==> src/verilog/asm_params.svh <==
`ifndef ASM_PARAMS_SVH
`define ASM_PARAMS_SVH

// byte lanes per beat
`define ASM_BEAT_BYTES 64

// ethernet (14) plus ipv4 (20) header bytes
`define ASM_HDR_BYTES 34

// cycles from header load to a valid checksum
`define ASM_CSUM_LAT 5

// first ipv4 byte inside the header
`define ASM_IP_BASE 14

// two-byte total-length field
`define ASM_IP_LEN_OFS 16

// two-byte header checksum field
`define ASM_IP_CSUM_OFS 24

// ipv4 header is ten 16-bit words
`define ASM_IP_WORDS 10

`endif

==> src/verilog/asm_pkg.sv <==
`include "asm_params.svh"

package asm_pkg;

    // one beat of byte lanes with byte i in bits [8*i +: 8]
    typedef logic [`ASM_BEAT_BYTES*8-1:0] beat_t;

    // one valid bit per lane
    typedef logic [`ASM_BEAT_BYTES-1:0] keep_t;

    // header template in the same lane order as a beat
    typedef logic [`ASM_HDR_BYTES*8-1:0] hdr_t;

    // network order field with the lower-indexed byte in bits [15:8]
    typedef logic [15:0] word16_t;

    // adder accumulator, wide enough for ten words without overflow
    typedef logic [19:0] csum_acc_t;

endpackage

==> src/verilog/stage_pipe.sv <==
`timescale 1ns/10ps

module stage_pipe #(
    parameter type payload_t = logic,
    parameter int  DEPTH     = 1
) (
    input  logic     clk,
    input  logic     rst,
    input  payload_t d,
    output payload_t q
);

    payload_t stages [DEPTH];

    always_ff @(posedge clk) begin
        if (rst) begin
            for (int i = 0; i < DEPTH; i++) begin
                stages[i] <= '0;
            end
        end else begin
            stages[0] <= d;
            for (int i = 1; i < DEPTH; i++) begin
                stages[i] <= stages[i-1];
            end
        end
    end

    assign q = stages[DEPTH-1];

    // a zero-depth line would leave q without a register behind it
    depth_ok: assert property (@(posedge clk) disable iff (rst) DEPTH >= 1);

endmodule

==> src/verilog/csum_tree.sv <==
`timescale 1ns/10ps

`include "asm_params.svh"

module csum_tree import asm_pkg::*; (
    input  logic    clk,
    input  logic    rst,
    input  logic    hdr_load,
    input  hdr_t    hdr_in,
    input  word16_t len_q,
    output word16_t csum,
    output logic    csum_valid
);

    localparam int LEN_W  = (`ASM_IP_LEN_OFS - `ASM_IP_BASE) / 2;
    localparam int CSUM_W = (`ASM_IP_CSUM_OFS - `ASM_IP_BASE) / 2;

    word16_t   words [`ASM_IP_WORDS];
    csum_acc_t lvl1 [5];
    csum_acc_t lvl2 [3];
    csum_acc_t lvl3;
    csum_acc_t fold1;
    logic [16:0] fold2_sum;
    logic [3:0]  vld;

    // network order word k of the ipv4 header
    function automatic word16_t ip_word(hdr_t h, int unsigned k);
        int unsigned b;
        b = `ASM_IP_BASE + 2 * k;
        return {h[8*b +: 8], h[8*(b+1) +: 8]};
    endfunction

    // length comes from the latched value and the checksum field counts as zero
    always_comb begin
        for (int k = 0; k < `ASM_IP_WORDS; k++) begin
            words[k] = ip_word(hdr_in, k);
        end
        words[LEN_W]  = len_q;
        words[CSUM_W] = '0;
    end

    always_ff @(posedge clk) begin
        for (int p = 0; p < 5; p++) begin
            lvl1[p] <= csum_acc_t'(words[2*p]) + csum_acc_t'(words[2*p+1]);
        end
        lvl2[0] <= lvl1[0] + lvl1[1];
        lvl2[1] <= lvl1[2] + lvl1[3];
        lvl2[2] <= lvl1[4];
        lvl3    <= lvl2[0] + lvl2[1] + lvl2[2];
        // first fold leaves at most one carry
        fold1   <= csum_acc_t'(lvl3[15:0]) + csum_acc_t'(lvl3[19:16]);
    end

    assign fold2_sum = {1'b0, fold1[15:0]} + {13'b0, fold1[19:16]};

    // checksum holds until the next header works its way through
    always_ff @(posedge clk) begin
        if (vld[3]) begin
            csum <= ~fold2_sum[15:0];
        end
    end

    always_ff @(posedge clk) begin
        if (rst) begin
            vld        <= '0;
            csum_valid <= 1'b0;
        end else begin
            vld        <= {vld[2:0], hdr_load};
            csum_valid <= vld[3];
        end
    end

    // two folds are always enough for ten 16-bit words
    fold_no_carry: assert property (
        @(posedge clk) disable iff (rst) vld[3] |-> !fold2_sum[16]
    );

endmodule

==> src/verilog/beat_realigner.sv <==
`timescale 1ns/10ps

`include "asm_params.svh"

module beat_realigner import asm_pkg::*; (
    input  logic  clk,
    input  logic  rst,
    input  logic  in_valid,
    input  beat_t in_data,
    input  keep_t in_keep,
    input  logic  in_last,
    output logic  sh_valid,
    output beat_t sh_data,
    output keep_t sh_keep,
    output logic  sh_last,
    output logic  sh_first
);

    localparam int BEAT = `ASM_BEAT_BYTES;
    localparam int HDR  = `ASM_HDR_BYTES;
    // lanes of an input beat that still fit into the same output beat
    localparam int LOW  = BEAT - HDR;

    typedef enum logic [1:0] {
        ST_IDLE,
        ST_BODY,
        ST_FLUSH
    } state_t;

    state_t state;

    logic [HDR*8-1:0] carry_data;
    logic [HDR-1:0]   carry_keep;
    logic             tail_kept;
    logic             end_now;

    // top lanes of this beat spill into a following beat
    assign tail_kept = |in_keep[BEAT-1:LOW];
    assign end_now   = in_valid && in_last;

    always_ff @(posedge clk) begin
        if (rst) begin
            state    <= ST_IDLE;
            sh_valid <= 1'b0;
            sh_first <= 1'b0;
            sh_last  <= 1'b0;
        end else begin
            case (state)
                ST_IDLE, ST_BODY: begin
                    sh_valid <= in_valid;
                    sh_first <= in_valid && (state == ST_IDLE);
                    sh_last  <= end_now && !tail_kept;
                    if (end_now) begin
                        state <= tail_kept ? ST_FLUSH : ST_IDLE;
                    end else if (in_valid) begin
                        state <= ST_BODY;
                    end
                end
                ST_FLUSH: begin
                    sh_valid <= 1'b1;
                    sh_first <= 1'b0;
                    sh_last  <= 1'b1;
                    state    <= ST_IDLE;
                end
                default: begin
                    sh_valid <= 1'b0;
                    sh_first <= 1'b0;
                    sh_last  <= 1'b0;
                    state    <= ST_IDLE;
                end
            endcase
        end
    end

    always_ff @(posedge clk) begin
        if (state == ST_FLUSH) begin
            sh_data <= {{(LOW*8){1'b0}}, carry_data};
            sh_keep <= {{LOW{1'b0}}, carry_keep};
        end else if (in_valid) begin
            // header lanes of a first beat are filled in downstream
            sh_data[HDR*8-1:0]    <= (state == ST_IDLE) ? '0 : carry_data;
            sh_keep[HDR-1:0]      <= (state == ST_IDLE) ? '0 : carry_keep;
            sh_data[BEAT*8-1:HDR*8] <= in_data[LOW*8-1:0];
            sh_keep[BEAT-1:HDR]     <= in_keep[LOW-1:0];
            carry_data <= in_data[BEAT*8-1:LOW*8];
            carry_keep <= in_keep[BEAT-1:LOW];
        end
    end

    no_input_in_flush: assert property (
        @(posedge clk) disable iff (rst) (state == ST_FLUSH) |-> !in_valid
    );

    keep_contiguous: assert property (
        @(posedge clk) disable iff (rst) in_valid |-> ((in_keep & (in_keep + 1'b1)) == '0)
    );

    no_double_last: assert property (
        @(posedge clk) disable iff (rst) end_now |=> !end_now
    );

endmodule

==> src/verilog/header_merge.sv <==
`timescale 1ns/10ps

`include "asm_params.svh"

module header_merge import asm_pkg::*; (
    input  logic    clk,
    input  logic    rst,
    input  logic    len_load,
    input  word16_t len_in,
    input  logic    hdr_load,
    input  hdr_t    hdr_in,
    input  word16_t csum,
    input  logic    csum_valid,
    input  logic    sh_valid,
    input  beat_t   sh_data,
    input  keep_t   sh_keep,
    input  logic    sh_last,
    input  logic    sh_first,
    output word16_t len_q,
    output logic    out_valid,
    output beat_t   out_data,
    output keep_t   out_keep,
    output logic    out_last
);

    localparam int HDR = `ASM_HDR_BYTES;

    typedef struct packed {
        logic load;
        hdr_t hdr;
    } hdr_slot_t;

    hdr_slot_t hdr_slot_in;
    hdr_slot_t hdr_slot_out;
    word16_t   len_snap;
    hdr_t      merged;
    logic      hdr_pending;

    // overwrite one network order field of the header
    function automatic hdr_t put_word(hdr_t h, int unsigned ofs, word16_t w);
        hdr_t r;
        r = h;
        r[8*ofs +: 8]     = w[15:8];
        r[8*(ofs+1) +: 8] = w[7:0];
        return r;
    endfunction

    always_ff @(posedge clk) begin
        if (len_load) begin
            len_q <= len_in;
        end
    end

    assign hdr_slot_in.load = hdr_load;
    assign hdr_slot_in.hdr  = hdr_in;

    // template and length wait for the checksum
    stage_pipe #(.payload_t(hdr_slot_t), .DEPTH(`ASM_CSUM_LAT)) hdr_pipe (
        .clk (clk),
        .rst (rst),
        .d   (hdr_slot_in),
        .q   (hdr_slot_out)
    );

    stage_pipe #(.payload_t(word16_t), .DEPTH(`ASM_CSUM_LAT)) len_pipe (
        .clk (clk),
        .rst (rst),
        .d   (len_q),
        .q   (len_snap)
    );

    always_ff @(posedge clk) begin
        if (csum_valid && hdr_slot_out.load) begin
            merged <= put_word(put_word(hdr_slot_out.hdr, `ASM_IP_LEN_OFS, len_snap),
                               `ASM_IP_CSUM_OFS, csum);
        end
    end

    // set by a load and cleared once its merged header is written
    always_ff @(posedge clk) begin
        if (rst) begin
            hdr_pending <= 1'b0;
        end else if (hdr_load) begin
            hdr_pending <= 1'b1;
        end else if (hdr_slot_out.load) begin
            hdr_pending <= 1'b0;
        end
    end

    always_ff @(posedge clk) begin
        if (rst) begin
            out_valid <= 1'b0;
            out_last  <= 1'b0;
        end else begin
            out_valid <= sh_valid;
            out_last  <= sh_valid && sh_last;
        end
    end

    always_ff @(posedge clk) begin
        if (sh_valid) begin
            out_data <= sh_first ? {sh_data[$bits(beat_t)-1:HDR*8], merged} : sh_data;
            out_keep <= sh_first ? {sh_keep[$bits(keep_t)-1:HDR], {HDR{1'b1}}} : sh_keep;
        end
    end

    header_ready: assert property (
        @(posedge clk) disable iff (rst) (sh_valid && sh_first) |-> !hdr_pending
    );

endmodule

==> src/verilog/stream_assembler.sv <==
`timescale 1ns/10ps

module stream_assembler import asm_pkg::*; (
    input  logic    clk,
    input  logic    rst,
    input  logic    len_load,
    input  word16_t len_in,
    input  logic    hdr_load,
    input  hdr_t    hdr_in,
    input  logic    in_valid,
    input  beat_t   in_data,
    input  keep_t   in_keep,
    input  logic    in_last,
    output logic    out_valid,
    output beat_t   out_data,
    output keep_t   out_keep,
    output logic    out_last
);

    word16_t len_q;
    word16_t csum;
    logic    csum_valid;
    logic    sh_valid;
    beat_t   sh_data;
    keep_t   sh_keep;
    logic    sh_last;
    logic    sh_first;

    csum_tree csum_tree_inst (
        .clk        (clk),
        .rst        (rst),
        .hdr_load   (hdr_load),
        .hdr_in     (hdr_in),
        .len_q      (len_q),
        .csum       (csum),
        .csum_valid (csum_valid)
    );

    beat_realigner beat_realigner_inst (
        .clk      (clk),
        .rst      (rst),
        .in_valid (in_valid),
        .in_data  (in_data),
        .in_keep  (in_keep),
        .in_last  (in_last),
        .sh_valid (sh_valid),
        .sh_data  (sh_data),
        .sh_keep  (sh_keep),
        .sh_last  (sh_last),
        .sh_first (sh_first)
    );

    header_merge header_merge_inst (
        .clk        (clk),
        .rst        (rst),
        .len_load   (len_load),
        .len_in     (len_in),
        .hdr_load   (hdr_load),
        .hdr_in     (hdr_in),
        .csum       (csum),
        .csum_valid (csum_valid),
        .sh_valid   (sh_valid),
        .sh_data    (sh_data),
        .sh_keep    (sh_keep),
        .sh_last    (sh_last),
        .sh_first   (sh_first),
        .len_q      (len_q),
        .out_valid  (out_valid),
        .out_data   (out_data),
        .out_keep   (out_keep),
        .out_last   (out_last)
    );

endmodule

==> config.mk <==
export PLATFORM = sky130hd
export DESIGN_NAME = stream_assembler
export DESIGN_NICKNAME = d
export VERILOG_FILES = /design/src/verilog/asm_pkg.sv /design/src/verilog/stage_pipe.sv /design/src/verilog/csum_tree.sv /design/src/verilog/beat_realigner.sv /design/src/verilog/header_merge.sv /design/src/verilog/stream_assembler.sv
export VERILOG_INCLUDE_DIRS = /design/src /design/src/verilog
export SDC_FILE = /design/constraint.sdc
export NUM_CORES = 2
export LEC_CHECK = 0
export BUFFER_PORTS_ARGS = -buffer_cell sky130_fd_sc_hd__buf_4
export CORE_AREA = 2 2 561 563
export CTS_CLUSTER_DIAMETER = 80
export DETAILED_ROUTE_END_ITERATION = 7
export DIE_AREA = 0 0 563 565
export SETUP_SLACK_MARGIN = 0.4
export SYNTH_ARGS = -nofsm -noshare
export SYNTH_HDL_FRONTEND = slang
export SYNTH_SLANG_ARGS = --single-unit
==> constraint.sdc <==
create_clock -name clk -period 15.8 [get_ports clk]
set_clock_uncertainty 0.05 [all_clocks]
set_input_delay 1.58 -clock clk [delete_from_list [all_inputs] [get_ports clk]]
set_output_delay 1.58 -clock clk [all_outputs]
set_load 0.05 [all_outputs]
==> results.tsv <==
stage	metric	value	unit
synthesis	syn-num-nets	7518	
synthesis	ys_ff_latch	3228	
power	seqPwrFrac	47.7	%
synthesis	synth_cell_types	59	
timing	grt_setup_unrepaired	false	
route	drt_iter0_drc	3460	
floorplanning	die_area	318000	µm²
worst_setup_path	cp_common_cell	buf_4	
synthesis	synth_cells	6502	
layout	drive_gt1_share	28.3	%
route	drt-pass1-iter-count	5	
floorplanning	die_x	563	µm
layout	finalCoreUtilization	41.6	%
worst_setup_path	start_kind	input pin	
worst_setup_path	r2r-end	beat_realigner_inst.sh_data[466]	
worst_setup_path	crit_path_max_incr_delay	870	ps
floorplanning	rows	205	
cts	cts_setup_buffers	0	
worst_setup_path	path_buf_inv	4	
cts	clkTransAtPathRegs	60	ps
global_route	grt_pass1_wl	413	mm
layout	multi_input_area	21500	µm²
worst_setup_path	cp_top_family	buffers and inverters	
route	ant_nets	0	
synthesis	ys_async_sr_fraction	0	%
placed_design	hpwl	220	mm
worst_setup_path	cpMaxStageDelayCell	buf_4	
route	vias_per_cell	4.38	
global_route	grt_pass1_vias	55300	
worst_setup_path	setup.worst_path.class	in2reg	
power	switching_share	25.4	%
layout	seqCellArea	79600	µm²
layout	layout_common_cells	dfxtp_1, nor2b_1, edfxtp_1	
cts	postCtsResizedCells	0	
route	vias	55000	
synthesis	yosysSeqAreaShare	77.8	%
timing	fmax	212	MHz
hold_path	hp-start	csum_tree_inst.lvl1[0][76]	
worst_setup_path	r2r_setup_slack	11270	ps
synthesis	synth_edf_count	1492	
cts	hold_buffers	0	
power	p_per_area	156	nW/µm²
cts	cts_sinks	3228	
global_route	grt_max_degree	245	
cts	numCtsBuffers	348	
power	leakage	50.9	nW
global_route	antenna_found_initial	175	
synthesis	synth_area	102000	µm²
timing	period_share	29.9	%
worst_setup_path	path_cells	buf_4 -> and2_4 -> buf_4 -> buf_4 -> buf_4 -> a22o_1	
layout	syn_to_final_growth	26.7	%
worst_setup_path	worstPathMaxFanout	94	
global_route	grt_use_total	18.3	%
cts	htree_levels	5	
timing	max_slew_margin	19.9	%
job	max-cap-violations	0	
hold_path	min_path_cells	0	
timing	hold_violations	0	
power	ir_worst_vdd	0.102	mV
layout	layout_commonest_cell	dfxtp_1	
placed_design	globalplace.congestion	0.943	
timing	fin_tns_setup	0	ps
cts	cts_root_buf	clkbuf_16	
route	drc	0	
power	p_clk_share	40.9	%
timing	max_slew.worst_pin.slew	1200	ps
cts	clk_latency	920	ps
layout	fillCellCount	28400	
hold_path	hold_path.class	reg2reg	
power	p_int	15.1	mW
worst_setup_path	end_kind	register	
floorplanning	die_h	565	µm
floorplanning	start_util	32.9	%
route	wl_per_cell	24.1	µm
placed_design	io_buffers	1415	
synthesis	syn_area_per_cell	15.7	µm²
worst_setup_path	r2r_start	beat_realigner_inst.state[0]	
worst_setup_path	reg2regPathDepth	6	
route	wirelength	302	mm
worst_setup_path	worstPathArrival	5510	ps
layout	final_net_count	9049	
timing	min_period	4720	ps
power	switching_power	5.13	mW
floorplanning	ios	1448	
cts	cts_buffer_depth	4	
power	p_comb_share	11.4	%
global_route	globalRouteOverflowTotal	0	
worst_setup_path	worstPathRequired	16590	ps
synthesis	ys_warn_count	0	
status	status	complete, no violations	
cts	tritoncts	yes	
timing	slew_viol_final	0	
synthesis	ys.flop_type	dfxtp_1	
floorplanning	core	311000	µm²
hold_path	min_to	csum_tree_inst.lvl2[0][48]	
timing	setup_viol	0	
## cell usage after synthesis, types with 3 or more instances
library cell  count  area, µm²
xor2_1           33        289
clkbuf_1        270       1010
edfxtp_1       1492      44800
mux2_2          272       3060
nor2b_1        1598      10000
fa_1             25        500
and3_1           12       75.1
o211ai_1          7       52.6
o21ai_0          51        255
and2_1            4       25.0
a2111oi_0         3       26.3
ha_1            121       1510
inv_1            53        199
nand4_1          12       75.1
a21oi_1          77        385
or2_2            40        250
dfxtp_1        1736      34800
a211oi_1          9       67.6
a311oi_1          3       26.3
nor2_1           86        323
or3_1             3       18.8
a21boi_0          3       22.5
nand2b_1          7       43.8
o21bai_1          4       30.0
o31ai_1           7       52.6
nor4_1           10       62.6
nand2_1          55        206
a31oi_1           7       43.8
buf_1             7       26.3
nand3_1          23        115
a21o_1           32        240
o31a_1            5       43.8
o21a_1           29        218
nor3_1           23        115
xnor2_1          82        718
a22o_1          270       2360
## area by class of cell
type / instances / area share, %
Timing Repair Buffer: 1458 / 8.52
Clock inverter: 182 / 1.55
Clock buffer: 473 / 7.66
Inverter: 53 / 0.159
Tap cell: 4140 / 4.00
Multi-Input combinational cell: 2944 / 16.6
Sequential cell: 3228 / 61.4
Antenna cell: 71 / 0.137
## cells by family after synthesis
kind of cell / count (synthesis) / synth area share (%)
simple gates: 1882 / 11.1
compound gates: 529 / 3.94
xor+xnor: 115 / 0.985
mux: 272 / 2.99
flops: 3228 / 77.8
fa+ha+maj: 146 / 1.97
buf+inv: 330 / 1.21
## registers in the layout, summed over array words and instances, names as in the netlist, 2 cells and up
register,cells
header_merge_inst.out_data,512
csum_tree_inst.lvl2,53
header_merge_inst.out_keep,64
header_merge_inst.len_q,16
beat_realigner_inst.carry_data,272
csum_tree_inst.fold1,17
beat_realigner_inst.sh_keep,64
csum_tree_inst.csum,16
beat_realigner_inst.state,2
header_merge_inst.hdr_pipe.stages,1201
header_merge_inst.merged,272
beat_realigner_inst.carry_keep,34
csum_tree_inst.lvl3,20
header_merge_inst.len_pipe.stages,80
beat_realigner_inst.sh_data,512
csum_tree_inst.vld,3
csum_tree_inst.lvl1,84
## through the flow
step | setup slack [ps] | hold slack [ps] | area, µm² | std cells | power [mW]
final | 11080 | 235 | 130000 | 12500 | 20.2
after global routing | 10920 | 238 | 130000 | 12500 | 21.0
after CTS | 11170 | 234 | 129000 | 12500 | 20.5
after detailed placement | 10160 | 263 | 118000 | 11800 | 12.1
after global placement | 10290 | 266 | 118000 | 11800 | 12.1
after floorplan | 1810 | 260 | 102000 | 6502 | 11.3
## per-layer routing
| metal | share of wire (%) | GRT usage (%) | vias up |
|---|---|---|---|
| li1 | - | - | 25700 |
| met1 | 37 | 19.9 | 26800 |
| met2 | 49 | 31.1 | 1776 |
| met3 | 9.2 | 7.10 | 609 |
| met4 | 5.1 | 9.22 | 118 |
| met5 | 0.25 | 0 | - |
## power by group through the flow
stage / sequential, mW / combinational (mW) / clock, mW
2_1_floorplan: 10.1 / 1.21 / 0
3_3_place_gp: 9.82 / 2.31 / 0
3_5_place_dp: 9.83 / 2.32 / 0
4_1_cts: 9.65 / 2.34 / 8.48
5_1_grt: 9.69 / 2.52 / 8.81
6_report: 9.64 / 2.30 / 8.25
## worst max path at each step
stage / start / to / slack [ps] / cells after the start
2_1_floorplan: beat_realigner_inst.sh_valid / header_merge_inst.out_last / 1810 / 2
3_3_place_gp: in_valid / beat_realigner_inst.sh_keep[35] / 10290 / 6
3_5_place_dp: in_valid / beat_realigner_inst.sh_data[466] / 10160 / 6
4_1_cts: in_valid / beat_realigner_inst.sh_data[466] / 11170 / 6
5_1_grt: in_valid / beat_realigner_inst.sh_data[466] / 10920 / 6
6_report: in_valid / beat_realigner_inst.sh_data[466] / 11080 / 6
No activity file was read; power rests on OpenSTA's default activity.
